## config.mk

```make
export PLATFORM = sky130hd
export DESIGN_NAME = ce_top
export DESIGN_NICKNAME = d
export VERILOG_FILES = /design/src/ce_pkg.sv /design/src/ce_fp_mul.sv /design/src/ce_fp_minmax.sv /design/src/ce_result_stage.sv /design/src/ce_ctrl.sv /design/src/ce_top.sv
export SDC_FILE = /design/constraint.sdc
export NUM_CORES = 1
export LEC_CHECK = 0
export BUFFER_PORTS_ARGS = -buffer_cell sky130_fd_sc_hd__buf_4
export CAP_MARGIN = 20
export CORE_MARGIN = 3
export CORE_UTILIZATION = 50
export DETAILED_ROUTE_END_ITERATION = 16
export PLACE_DENSITY = 0.67
export SYNTH_ARGS = -nofsm -noshare
export SYNTH_HDL_FRONTEND = slang
export SYNTH_SLANG_ARGS = --single-unit
```

## constraint.sdc

```tcl
create_clock -name stage2_noncomp_input_pipe_clk -period 4.5 [get_ports stage2_noncomp_input_pipe_clk]
set_clock_uncertainty 0.15 [all_clocks]
set_input_delay 0.225 -clock stage2_noncomp_input_pipe_clk [delete_from_list [all_inputs] [get_ports stage2_noncomp_input_pipe_clk]]
set_output_delay 0.225 -clock stage2_noncomp_input_pipe_clk [all_outputs]
set_load 0.05 [all_outputs]
```

## src/ce_pkg.sv

```systemverilog
// ------------------------------------------------
// Shared definitions for the FP16 computing element
// FP16 field widths, pipeline depth, stage-1
// operation codes and the FP16 word union.
// Modules refer to these by scoped names.
// ------------------------------------------------

package ce_pkg;

  // FP16 format
  localparam int unsigned FP_WIDTH  = 16;
  localparam int unsigned EXP_WIDTH = 5;
  localparam int unsigned MAN_WIDTH = 10;
  localparam int unsigned EXP_BIAS  = 15;

  // Register stages from operands to Z
  localparam int unsigned PIPE_DEPTH = 2;

  // Stage-1 operation codes, the unused fourth code behaves as OP1_MINMAX
  localparam int unsigned OP_WIDTH = 2;

  localparam logic [OP_WIDTH-1:0] OP1_MUL     = 2'd0;
  localparam logic [OP_WIDTH-1:0] OP1_MUL_CMP = 2'd1;
  localparam logic [OP_WIDTH-1:0] OP1_MINMAX  = 2'd2;

  // Canonical quiet NaN
  localparam logic [FP_WIDTH-1:0] FP_QNAN = 16'h7E00;

  // One FP16 word, seen as raw bits or as its fields
  typedef union packed {
    logic [FP_WIDTH-1:0] raw;
    struct packed {
      logic                 sign;
      logic [EXP_WIDTH-1:0] exponent;
      logic [MAN_WIDTH-1:0] mantissa;
    } fld;
  } fp16_u;

endpackage

```

## src/ce_fp_mul.sv

```systemverilog
// ------------------------------------------------
// Pipelined FP16 multiplier
// Rounds toward zero and flushes subnormal inputs
// and results to zero. The product leaves after
// PIPE_DEPTH enabled clock edges.
// ------------------------------------------------

`timescale 1ns/1ps

module ce_fp_mul (
  input  logic                         stage2_noncomp_input_pipe_clk,
  input  logic                         rst_ni,
  input  logic                         reg_enable_i,
  input  logic [ce_pkg::FP_WIDTH-1:0]  a_i,
  input  logic [ce_pkg::FP_WIDTH-1:0]  b_i,
  output logic [ce_pkg::FP_WIDTH-1:0]  prod_o
);

  ce_pkg::fp16_u a_u;
  ce_pkg::fp16_u b_u;
  ce_pkg::fp16_u res_u;

  logic a_zero;
  logic b_zero;
  logic a_inf;
  logic b_inf;
  logic a_nan;
  logic b_nan;
  logic res_sign;
  logic norm_shift;

  logic [2*ce_pkg::MAN_WIDTH+1:0] sig_prod;
  logic [ce_pkg::MAN_WIDTH-1:0]   man_res;
  logic [ce_pkg::EXP_WIDTH+1:0]   exp_sum;
  logic [ce_pkg::EXP_WIDTH+1:0]   exp_unb;

  logic [ce_pkg::PIPE_DEPTH-1:0][ce_pkg::FP_WIDTH-1:0] pipe_q;

  assign a_u.raw = a_i;
  assign b_u.raw = b_i;

  // Operand classes, subnormals count as zero
  assign a_zero = (a_u.fld.exponent == '0);
  assign b_zero = (b_u.fld.exponent == '0);
  assign a_inf  = (a_u.fld.exponent == '1) && (a_u.fld.mantissa == '0);
  assign b_inf  = (b_u.fld.exponent == '1) && (b_u.fld.mantissa == '0);
  assign a_nan  = (a_u.fld.exponent == '1) && (a_u.fld.mantissa != '0);
  assign b_nan  = (b_u.fld.exponent == '1) && (b_u.fld.mantissa != '0);

  assign res_sign = a_u.fld.sign ^ b_u.fld.sign;

  // 11x11 significand product, at most one place of normalization
  assign sig_prod   = {1'b1, a_u.fld.mantissa} * {1'b1, b_u.fld.mantissa};
  assign norm_shift = sig_prod[2*ce_pkg::MAN_WIDTH+1];
  assign man_res    = norm_shift ? sig_prod[2*ce_pkg::MAN_WIDTH:ce_pkg::MAN_WIDTH+1]
                                 : sig_prod[2*ce_pkg::MAN_WIDTH-1:ce_pkg::MAN_WIDTH];

  // Biased exponent sum still holds one extra bias
  assign exp_sum = (ce_pkg::EXP_WIDTH+2)'(a_u.fld.exponent)
                 + (ce_pkg::EXP_WIDTH+2)'(b_u.fld.exponent)
                 + (ce_pkg::EXP_WIDTH+2)'(norm_shift);
  assign exp_unb = exp_sum - (ce_pkg::EXP_WIDTH+2)'(ce_pkg::EXP_BIAS);

  always_comb begin
    res_u.raw = ce_pkg::FP_QNAN;
    if (a_nan || b_nan || (a_inf && b_zero) || (b_inf && a_zero)) begin
      res_u.raw = ce_pkg::FP_QNAN;
    end else if (a_inf || b_inf || (exp_sum >= ce_pkg::EXP_BIAS + 2**ce_pkg::EXP_WIDTH - 1)) begin
      // Infinity operand or exponent overflow
      res_u.fld.sign     = res_sign;
      res_u.fld.exponent = '1;
      res_u.fld.mantissa = '0;
    end else if (a_zero || b_zero || (exp_sum <= ce_pkg::EXP_BIAS)) begin
      // Zero operand or underflow, flushed
      res_u.fld.sign     = res_sign;
      res_u.fld.exponent = '0;
      res_u.fld.mantissa = '0;
    end else begin
      res_u.fld.sign     = res_sign;
      res_u.fld.exponent = exp_unb[ce_pkg::EXP_WIDTH-1:0];
      res_u.fld.mantissa = man_res;
    end
  end

  always_ff @(posedge stage2_noncomp_input_pipe_clk or negedge rst_ni) begin
    if (!rst_ni) begin
      pipe_q <= '0;
    end else if (reg_enable_i) begin
      pipe_q[0] <= res_u.raw;
      for (int i = 1; i < ce_pkg::PIPE_DEPTH; i++) begin
        pipe_q[i] <= pipe_q[i-1];
      end
    end
  end

  assign prod_o = pipe_q[ce_pkg::PIPE_DEPTH-1];

endmodule

```

## src/ce_fp_minmax.sv

```systemverilog
// ------------------------------------------------
// FP16 minimum / maximum
// max_i high selects the maximum. The result goes
// through NUM_PIPE enabled registers, or straight
// out when NUM_PIPE is 0.
// ------------------------------------------------

`timescale 1ns/1ps

module ce_fp_minmax #(
  parameter int unsigned NUM_PIPE = 0
) (
  input  logic                         stage2_noncomp_input_pipe_clk,
  input  logic                         rst_ni,
  input  logic                         reg_enable_i,
  input  logic [ce_pkg::FP_WIDTH-1:0]  a_i,
  input  logic [ce_pkg::FP_WIDTH-1:0]  b_i,
  input  logic                         max_i,
  output logic [ce_pkg::FP_WIDTH-1:0]  res_o
);

  ce_pkg::fp16_u a_u;
  ce_pkg::fp16_u b_u;

  logic [ce_pkg::FP_WIDTH-1:0] res;
  logic                        a_nan;
  logic                        b_nan;
  logic                        a_lt_b;

  assign a_u.raw = a_i;
  assign b_u.raw = b_i;

  assign a_nan = (a_u.fld.exponent == '1) && (a_u.fld.mantissa != '0);
  assign b_nan = (b_u.fld.exponent == '1) && (b_u.fld.mantissa != '0);

  // Sign first, so -0 sorts below +0; then magnitude, reversed for negatives
  always_comb begin
    if (a_u.fld.sign != b_u.fld.sign) begin
      a_lt_b = a_u.fld.sign;
    end else if (a_u.fld.sign) begin
      a_lt_b = a_u.raw[ce_pkg::FP_WIDTH-2:0] > b_u.raw[ce_pkg::FP_WIDTH-2:0];
    end else begin
      a_lt_b = a_u.raw[ce_pkg::FP_WIDTH-2:0] < b_u.raw[ce_pkg::FP_WIDTH-2:0];
    end
  end

  always_comb begin
    if (a_nan && b_nan) begin
      res = ce_pkg::FP_QNAN;
    end else if (a_nan) begin
      res = b_u.raw;
    end else if (b_nan) begin
      res = a_u.raw;
    end else begin
      res = (a_lt_b ^ max_i) ? a_u.raw : b_u.raw;
    end
  end

  if (NUM_PIPE == 0) begin : gen_comb
    assign res_o = res;
  end else begin : gen_pipe
    logic [NUM_PIPE-1:0][ce_pkg::FP_WIDTH-1:0] pipe_q;

    always_ff @(posedge stage2_noncomp_input_pipe_clk or negedge rst_ni) begin
      if (!rst_ni) begin
        pipe_q <= '0;
      end else if (reg_enable_i) begin
        pipe_q[0] <= res;
        for (int i = 1; i < NUM_PIPE; i++) begin
          pipe_q[i] <= pipe_q[i-1];
        end
      end
    end

    assign res_o = pipe_q[NUM_PIPE-1];
  end

endmodule

```

## src/ce_result_stage.sv

```systemverilog
// ------------------------------------------------
// Output stage of the computing element
// Delays the bias to line up with the stage-1
// result, then either compares the two or passes
// the stage-1 result straight to Z.
// ------------------------------------------------

`timescale 1ns/1ps

module ce_result_stage (
  input  logic                         stage2_noncomp_input_pipe_clk,
  input  logic                         rst_ni,
  input  logic                         reg_enable_i,
  input  logic [ce_pkg::FP_WIDTH-1:0]  y_i,
  input  logic [ce_pkg::FP_WIDTH-1:0]  mul_res_i,
  input  logic [ce_pkg::FP_WIDTH-1:0]  minmax_res_i,
  input  logic                         sel_minmax_i,
  input  logic                         cmp_en_i,
  input  logic                         cmp_max_i,
  output logic [ce_pkg::FP_WIDTH-1:0]  z_o
);

  logic [ce_pkg::PIPE_DEPTH-1:0][ce_pkg::FP_WIDTH-1:0] y_q;
  logic [ce_pkg::FP_WIDTH-1:0]                         stage1_res;
  logic [ce_pkg::FP_WIDTH-1:0]                         cmp_res;

  // Bias delay line, moves with the data pipeline
  always_ff @(posedge stage2_noncomp_input_pipe_clk or negedge rst_ni) begin
    if (!rst_ni) begin
      y_q <= '0;
    end else if (reg_enable_i) begin
      y_q[0] <= y_i;
      for (int i = 1; i < ce_pkg::PIPE_DEPTH; i++) begin
        y_q[i] <= y_q[i-1];
      end
    end
  end

  assign stage1_res = sel_minmax_i ? minmax_res_i : mul_res_i;

  // Stage-2 comparison against the aligned bias
  ce_fp_minmax #(
    .NUM_PIPE (0)
  ) i_stage2_minmax (
    .stage2_noncomp_input_pipe_clk (stage2_noncomp_input_pipe_clk),
    .rst_ni                        (rst_ni),
    .reg_enable_i                  (reg_enable_i),
    .a_i                           (stage1_res),
    .b_i                           (y_q[ce_pkg::PIPE_DEPTH-1]),
    .max_i                         (cmp_max_i),
    .res_o                         (cmp_res)
  );

  assign z_o = cmp_en_i ? cmp_res : stage1_res;

endmodule

```

## src/ce_ctrl.sv

```systemverilog
// ------------------------------------------------
// Control pipeline of the computing element
// Carries valid bit, operation code and stage-2
// min/max selector of each item alongside the data
// and decodes the last stage to steer the output.
// ------------------------------------------------

`timescale 1ns/1ps

module ce_ctrl (
  input  logic                           stage2_noncomp_input_pipe_clk,
  input  logic                           rst_ni,
  input  logic                           in_valid_i,
  input  logic                           reg_enable_i,
  input  logic                           flush_i,
  input  logic [ce_pkg::OP_WIDTH-1:0]    op1_i,
  input  logic                           stage2_max_i,
  output logic                           sel_minmax_o,
  output logic                           cmp_en_o,
  output logic                           cmp_max_o,
  output logic                           out_valid_o,
  output logic                           busy_o
);

  logic [ce_pkg::PIPE_DEPTH-1:0]                        valid_q;
  logic [ce_pkg::PIPE_DEPTH-1:0][ce_pkg::OP_WIDTH-1:0]  op_q;
  logic [ce_pkg::PIPE_DEPTH-1:0]                        max_q;
  logic [ce_pkg::OP_WIDTH-1:0]                          op_last;

  // Valid bits, flush wins over enable and over a new item
  always_ff @(posedge stage2_noncomp_input_pipe_clk or negedge rst_ni) begin
    if (!rst_ni) begin
      valid_q <= '0;
    end else if (flush_i) begin
      valid_q <= '0;
    end else if (reg_enable_i) begin
      valid_q[0] <= in_valid_i;
      for (int i = 1; i < ce_pkg::PIPE_DEPTH; i++) begin
        valid_q[i] <= valid_q[i-1];
      end
    end
  end

  // Per-item operation info follows the valid bit
  always_ff @(posedge stage2_noncomp_input_pipe_clk or negedge rst_ni) begin
    if (!rst_ni) begin
      op_q  <= '0;
      max_q <= '0;
    end else if (reg_enable_i) begin
      op_q[0]  <= op1_i;
      max_q[0] <= stage2_max_i;
      for (int i = 1; i < ce_pkg::PIPE_DEPTH; i++) begin
        op_q[i]  <= op_q[i-1];
        max_q[i] <= max_q[i-1];
      end
    end
  end

  assign op_last = op_q[ce_pkg::PIPE_DEPTH-1];

  // Anything other than the two multiply codes takes the min/max path
  assign sel_minmax_o = (op_last != ce_pkg::OP1_MUL) && (op_last != ce_pkg::OP1_MUL_CMP);
  assign cmp_en_o     = (op_last != ce_pkg::OP1_MUL);
  assign cmp_max_o    = max_q[ce_pkg::PIPE_DEPTH-1];

  assign out_valid_o = valid_q[ce_pkg::PIPE_DEPTH-1];
  assign busy_o      = |valid_q;

endmodule

```

## src/ce_top.sv

```systemverilog
// ------------------------------------------------
// Two-stage FP16 computing element, top level
// Stage 1 multiplies X by W or takes their min/max,
// stage 2 optionally compares with the bias Y.
// Results come out PIPE_DEPTH enabled edges later.
// ------------------------------------------------

`timescale 1ns/1ps

module ce_top (
  input  logic                         stage2_noncomp_input_pipe_clk,
  input  logic                         rst_ni,
  input  logic [ce_pkg::FP_WIDTH-1:0]  x_i,
  input  logic [ce_pkg::FP_WIDTH-1:0]  w_i,
  input  logic [ce_pkg::FP_WIDTH-1:0]  y_i,
  input  logic [ce_pkg::OP_WIDTH-1:0]  op1_i,
  input  logic                         stage1_max_i,
  input  logic                         stage2_max_i,
  input  logic                         in_valid_i,
  input  logic                         reg_enable_i,
  input  logic                         flush_i,
  output logic [ce_pkg::FP_WIDTH-1:0]  z_o,
  output logic                         out_valid_o,
  output logic                         busy_o
);

  logic [ce_pkg::FP_WIDTH-1:0] mul_res;
  logic [ce_pkg::FP_WIDTH-1:0] minmax_res;
  logic                        sel_minmax;
  logic                        cmp_en;
  logic                        cmp_max;

  ce_ctrl i_ctrl (
    .stage2_noncomp_input_pipe_clk (stage2_noncomp_input_pipe_clk),
    .rst_ni                        (rst_ni),
    .in_valid_i                    (in_valid_i),
    .reg_enable_i                  (reg_enable_i),
    .flush_i                       (flush_i),
    .op1_i                         (op1_i),
    .stage2_max_i                  (stage2_max_i),
    .sel_minmax_o                  (sel_minmax),
    .cmp_en_o                      (cmp_en),
    .cmp_max_o                     (cmp_max),
    .out_valid_o                   (out_valid_o),
    .busy_o                        (busy_o)
  );

  // Stage 1, both units run on every item and the control picks one
  ce_fp_mul i_stage1_mul (
    .stage2_noncomp_input_pipe_clk (stage2_noncomp_input_pipe_clk),
    .rst_ni                        (rst_ni),
    .reg_enable_i                  (reg_enable_i),
    .a_i                           (x_i),
    .b_i                           (w_i),
    .prod_o                        (mul_res)
  );

  ce_fp_minmax #(
    .NUM_PIPE (ce_pkg::PIPE_DEPTH)
  ) i_stage1_minmax (
    .stage2_noncomp_input_pipe_clk (stage2_noncomp_input_pipe_clk),
    .rst_ni                        (rst_ni),
    .reg_enable_i                  (reg_enable_i),
    .a_i                           (x_i),
    .b_i                           (w_i),
    .max_i                         (stage1_max_i),
    .res_o                         (minmax_res)
  );

  ce_result_stage i_result_stage (
    .stage2_noncomp_input_pipe_clk (stage2_noncomp_input_pipe_clk),
    .rst_ni                        (rst_ni),
    .reg_enable_i                  (reg_enable_i),
    .y_i                           (y_i),
    .mul_res_i                     (mul_res),
    .minmax_res_i                  (minmax_res),
    .sel_minmax_i                  (sel_minmax),
    .cmp_en_i                      (cmp_en),
    .cmp_max_i                     (cmp_max),
    .z_o                           (z_o)
  );

endmodule

```

==> results of run 1 <==
synth_stat cells (3+ instances only):
cell,instances
a2111oi_0,3
a21oi_1,41
o311ai_1,3
a21o_1,12
nor4_1,15
o21a_1,7
buf_6,4
inv_1,169
o21ai_0,39
and3_1,16
mux2i_1,14
nor3_1,23
nand2b_1,5
a31oi_1,6
xnor2_1,10
or3_1,6
nand2_1,102
and2_1,16
nor2b_1,6
inv_2,4
ha_1,100
o21ai_1,3
fa_1,81
nand3_1,21
buf_2,4
nor2_1,56
dfrtp_1,104
a211oi_1,9
mux2_2,62
buf_1,5
o31ai_1,11
o32a_1,4
clkbuf_1,25
nand4_1,10
o221ai_1,4
xor2_1,5
or4_1,5
a221o_1,13
metrics by stage:
step	TNS, ns	cell area, um2	utilization
floorplan	-36.76	10500	-
global placement	-39.35	11900	0.605
detailed placement	-40.19	11900	0.605
CTS	-30.96	12700	0.647
global route	-35.05	12900	0.659
finish	-31.59	12900	0.659
sequential cells by signal (all words and copies together), names as in the netlist:
name,cells
i_result_stage.y_q,32
i_stage1_minmax.gen_pipe.pipe_q,16
i_stage1_minmax.res_o,16
i_stage1_mul.pipe_q,16
i_stage1_mul.prod_o,16
i_ctrl.max_q,2
i_ctrl.op_last,2
i_ctrl.op_q,2
i_ctrl.valid_q,2
cell usage in the layout, fill, tap and decap left out, types with 18 or more instances in the layout:
master / n
nor3_1: 23
o21ai_0: 31
ha_1: 88
a21oi_1: 36
buf_4: 183
mux2_2: 62
inv_1: 146
dfrtp_1: 103
fa_1: 73
nand3_1: 18
nor2_1: 49
dlygate4sd3_1: 22
inv_2: 20
nand2_1: 88
worst max-delay path by stage:
stage / to / slack (ns) / cells after the start
after floorplan: i_stage1_mul.pipe_q[9] / -2.80 / 31
after global placement: i_stage1_mul.pipe_q[9] / -2.78 / 30
after detailed placement: i_stage1_mul.pipe_q[9] / -2.86 / 30
after CTS: i_stage1_mul.pipe_q[9] / -2.30 / 27
after global routing: i_stage1_mul.pipe_q[9] / -2.52 / 27
final: i_stage1_mul.pipe_q[9] / -2.30 / 26
area by class of cell:
type | instances | area [um2]
clock buffers | 9 | 225
clock inverters | 7 | 76.3
fillers | 1581 | 6700
inverters | 175 | 694
multi-input cells | 756 | 7070
flip-flops and latches | 104 | 2610
well taps | 265 | 332
repair buffers | 231 | 1950
routing by layer:
layer,wire [um],part of all wire,GRT usage,vias to the layer above
met5,0,0,0,-
met4,478,0.018,0.0517,0
met3,1190,0.045,0.0338,42
met2,12800,0.48,0.411,194
met1,12100,0.46,0.354,4200
li1,-,-,-,4072
critical path, stage by stage:
cell and delay, ns:
buf_8 0.13, ha_4 0.16, fa_1 0.51, fa_1 0.54
fa_1 0.45, fa_1 0.50, inv_1 0.05, fa_1 0.52
inv_2 0.05, ha_4 0.22, a21o_1 0.20, a31oi_2 0.19
a21oi_2 0.08, or2_1 0.23, o211ai_2 0.18, inv_2 0.09
fa_2 0.39, fa_2 0.37, nand2b_1 0.10, a21oi_2 0.07
or3_4 0.34, and2_4 0.15, a311o_4 0.40, or4_4 0.42
a21o_1 0.17, o31ai_1 0.17
logic make-up (layout without fill, tap and decap cells):
| kind of cell | count (synthesis) | count (layout) | synth area share |
|---|---|---|---|
| buf+inv | 216 | 422 | 0.0846 |
| compound gates | 179 | 179 | 0.123 |
| mux | 77 | 77 | 0.0843 |
| fa+ha+maj | 181 | 181 | 0.284 |
| flops | 104 | 104 | 0.258 |
| simple gates | 302 | 303 | 0.152 |
| xor+xnor | 16 | 16 | 0.0146 |
power by group through the flow:
stage | sequential, uW | combinational (uW) | clock, uW
after global routing | 1330 | 6330 | 851
after CTS | 1300 | 5410 | 814
final | 1300 | 5680 | 799
after detailed placement | 1310 | 5110 | 0
after floorplan | 1250 | 3450 | 0
after global placement | 1310 | 5050 | 0
what timing repair did:
| action | 4_1_cts | 5_1_grt |
|---|---|---|
| resized for setup | 69 | 51 |
| hold buffers | 22 | 0 |
| hold endpoints to repair | 90 | 0 |
| setup endpoints to repair | 19 | 22 |
| buffers inserted | 6 | 7 |
| cloned | 1 | 0 |
| pin swaps | 55 | 44 |
==> impl_metrics.yaml, run 1 <==
floorplan:
  dieArea_um2: 22000
  die_h_um: 148
  ios: 75
  coreArea_um2: 19700
  fp.dieW_um: 148
  rows: 51
  start_util: 0.514
run_status:
  violations: "setup timing"
  outcome: "finished, violations left"
worst_hold_path:
  whs_endpoint: "i_stage1_minmax.gen_pipe.pipe_q[15]"
  hold_start: "w_i[15]"
  hold_path.class: "in2reg"
  hold_path_depth: 2
drt:
  viasPerCell: 5.50
  vias: 8508
  wire_per_inst_um: 17.1
  drt-pass1-iter-count: 6
  drt-initial-drc-count: 509
  wirelength_um: 26500
  ant_nets: 0
  drc_errors: 0
cells_and_area:
  drive_gt1_frac: 0.321
  fin_cells: 1547
  diodes: 0
  synthToLayoutAreaGrowth_pct: 28.1
  nNetsFinal: 1515
sta:
  rsz0062_at_grt: "true"
  fin_crit_ns: 6.80
  whs_ns: 0.0308
  hold_viol_final: 0
  fin_crit_sh: 1.51
  fmax_mhz: 147
  tightest_slew_ns: 0.885
  slew_viol_final: 0
  finalSetupViolations: 15
  relSlewSlack: 0.410
  layout_setup_ws_ns: -2.30
yosys:
  netlist_instances: 1075
  synth_top_area_share: 0.258
  synth_flop_cell: "dfrtp_1"
  yosys.area.top_type: "dfrtp_1"
  syn-num-nets: 1313
  synthArstFlopShare: 1.00
  synth.avg_cell_area_um2: 9.40
  synth_seq_cells: 104
  synth-edff-count: 0
  yosysUniqueCellTypes: 80
  syn-cell-area_um2: 10100
  yosysWarnings: 0
  ys_seq_area_frac: 0.258
  synth_area_leaders: "dfrtp_1 26%, fa_1 16%, ha_1 12%, mux2_2 6.9%, inv_1 6.3%"
clock_network:
  h-tree-depth: 3
  clkLatencyLatePin_ns: 0.35
  cts_sinks: 104
  cts_tree: "built"
  cts.clk_slew.worst_paths_ns: 0.07
  clockBufferDepth: 2
  tritoncts.num_buffers: 9
  root_buffer: "clkbuf_16"
placement:
  port_buffers: 74
  dp_slack_ns: -2.86
  gp_congestion: 0.895
  dp_hpwl_um: 20600
  dp.cells: 1495
run:
  drv_cap: 0
critical_path:
  required_ns: 4.61
  reg2reg_setup_slack_ns: 3.34
  worst-r2r-cell-count: 1
  endpoint_kind: "register"
  crit_path_start_kind: "primary input"
  worstReg2RegEnd: "i_ctrl.op_last[1]"
  path_max_fanout: 8
  startpoint: "w_i[6]"
  r2r-start: "i_ctrl.op_last[1]"
  path_class: "in2reg"
  worst_ep_arrival_time_ns: 6.91
global_routing:
  grt.overflow.total: 0
  grt_pass1_vias: 8750
  track_usage: 0.249
  grt_max_degree: 71
  grt_pass1_wl_um: 44100
  antenna_found_initial: 0
pwr:
  power_uw: 7770
  clkPwrFrac: 0.103
  combinationalPowerShare: 0.730
  swShare: 0.443
  seqPwrFrac: 0.167
  intPower_uw: 4330
  power_density_nw_per_um2: 600
  p_leak_uw: 0.00632
  p_switching_uw: 3440
  vdd_drop_max_mv: 0.823
Note: power is estimated with default switching activity, not from simulation.
==> inputs of run 2 (changes only) <==
--- a/config.mk
+++ b/config.mk
@@ -10,6 +10,7 @@
 export CORE_MARGIN = 3
 export CORE_UTILIZATION = 50
 export DETAILED_ROUTE_END_ITERATION = 16
+export MAX_ROUTING_LAYER = met4
 export PLACE_DENSITY = 0.67
 export SYNTH_ARGS = -nofsm -noshare
 export SYNTH_HDL_FRONTEND = slang
==> run 2 against run 1 <==
  * The run still ends with setup timing left
  * Total power is 0.76% higher
  * First-iteration DRC count up 15%
  * Die area is the same
  * Final cell count is 0.19% lower
  * Design area increased by 0.60%
  * Clock-buffer cell count stayed put
==> impl_metrics.yaml, run 2 (same netlist as run 1, synthesis figures left out) <==
run_status:
  outcome: "finished, violations left"
  violations: "setup timing"
clock_network:
  cts_sinks: 104
  h-tree-depth: 3
  cts.clk_slew.worst_paths_ns: 0.07
  tritoncts.num_buffers: 9
  root_buffer: "clkbuf_16"
  cts_tree: "built"
  clockBufferDepth: 2
  clkLatencyLatePin_ns: 0.34
worst_hold_path:
  hold_path.class: "in2reg"
placement:
  dp_slack_ns: -2.89
  dp_hpwl_um: 20800
  port_buffers: 74
  gp_congestion: 0.927
  dpl_cell_area_um2: 11900
sta:
  fin_crit_ns: 6.71
  finalSetupViolations: 15
  fin_crit_sh: 1.49
  rsz0062_at_grt: "true"
  fmax_mhz: 149
  slew_viol_final: 0
  layout_setup_ws_ns: -2.21
  relSlewSlack: 0.426
  tightest_slew_ns: 0.862
  hold_viol_final: 0
critical_path:
  path_max_fanout: 7
  critical-path-slowest-cell: "fa_1"
  crit_path_start_kind: "primary input"
  crit_path_max_incr_delay_ns: 0.53
  path_class: "in2reg"
  worst_ep_arrival_time_ns: 6.82
  endpoint_kind: "register"
  crit_top_cell: "fa_1"
  required_ns: 4.60
global_routing:
  grt_pass1_vias: 8884
  grt.overflow.total: 0
  track_usage: 0.260
  grt_pass1_wl_um: 44900
  grt_max_degree: 70
  antenna_found_initial: 0
cells_and_area:
  fin_util: 0.663
  fill_cells: 1601
  design_area_um2: 13000
  most-common-layout-cells: "182 x buf_4, 150 x inv_1, 103 x dfrtp_1, 91 x nand2_1, 84 x ha_1"
  largest_reg_flops: 32
  layout_commonest_cell: "buf_4"
  top_register: "i_result_stage.y_q"
  drive_gt1_frac: 0.316
  diodes: 0
  nNetsFinal: 1512
  synthToLayoutAreaGrowth_pct: 28.9
pwr:
  vdd_drop_max_mv: 0.681
  clkPwrFrac: 0.105
  p_switching_uw: 3500
  power_density_nw_per_um2: 601
  intPower_uw: 4330
  p_leak_uw: 0.00634
  seqPwrFrac: 0.166
  swShare: 0.447
  combinationalPowerShare: 0.730
floorplan:
  coreArea_um2: 19700
  ios: 75
  start_util: 0.514
  dieArea_um2: 22000
  rows: 51
  fp.dieW_um: 148
  die_h_um: 148
drt:
  drt-pass1-iter-count: 6
  drt-initial-drc-count: 585
  viasPerCell: 5.55
  wirelength_um: 26800
  vias: 8572
  drc_errors: 0
  ant_nets: 0
  wire_per_inst_um: 17.3
run:
  drv_cap: 0
-- run 2: layout make-up --
type | instances | area, um2 | share of cell area
multi-input combinational | 756 | 7110 | 0.546
sequential | 104 | 2610 | 0.200
timing repair buffer | 228 | 1970 | 0.151
inverter | 175 | 701 | 0.0538
tap | 265 | 332 | 0.0255
clock buffer | 9 | 225 | 0.0173
clock inverter | 7 | 86.3 | 0.00663
-- run 2: layer usage --
| layer | share of wire | GRT usage | up-vias |
|---|---|---|---|
| met3 | 0.054 | 0.0414 | 46 |
| met2 | 0.48 | 0.421 | 227 |
| met4 | 0.019 | 0.0531 | 0 |
| met1 | 0.44 | 0.351 | 4229 |
| li1 | - | - | 4070 |
| met5 | 0 | - | - |
-- run 2: power groups by stage --
stage | Clock, uW | Combinational [uW] | Sequential, uW
floorplan | 0 | 3450 | 1250
global placement | 0 | 5000 | 1310
detailed placement | 0 | 5070 | 1310
CTS | 834 | 5410 | 1300
global route | 877 | 6290 | 1330
finish | 819 | 5720 | 1300
-- run 2: path summary, 6_finish.rpt --
check                           slack (ns)                             endpoint                  start  cells after the start
worst min register to register        0.34               i_result_stage.y_q[21]  i_result_stage.y_q[5]                      2
min in group asynchronous             0.39            i_stage1_minmax.res_o[11]                 rst_ni                      2
max in group asynchronous             2.82                    i_ctrl.op_last[1]                 rst_ni                      3
worst min-delay path                  0.04  i_stage1_minmax.gen_pipe.pipe_q[14]                x_i[14]                      3
worst max-delay path                 -2.21               i_stage1_mul.pipe_q[9]                 w_i[4]                     30
worst max register to register        3.12                    i_ctrl.valid_q[0]      i_ctrl.valid_q[0]                      3
-- run 2: critical path: cells and delay by family --
kind / cells / cell delay, ns
AOI/OAI and AO/OA: 7 / 1.17
and+or+nand+nor: 8 / 1.57
adders and majority gates: 8 / 3.39
buffers and inverters: 7 / 0.44
-- run 2: timing repair --
action	CTS	global route
cloned	1	0
buffers inserted	7	6
gates resized for setup	83	36
hold buffers	22	0
endpoints found under the hold margin	89	0
setup endpoints to repair	15	31
pin swaps	62	33
-- run 2: through the flow --
step	total power (uW)	hold slack, ns	setup TNS (ns)	std cells
after global routing	8500	0.0483	-33.99	1544
final	7830	0.0384	-30.98	1544
after floorplan	4700	-0.221	-36.76	1075
after detailed placement	6380	0.239	-40.81	1492
after global placement	6310	0.233	-39.40	1492
after CTS	7540	0.0282	-31.34	1538
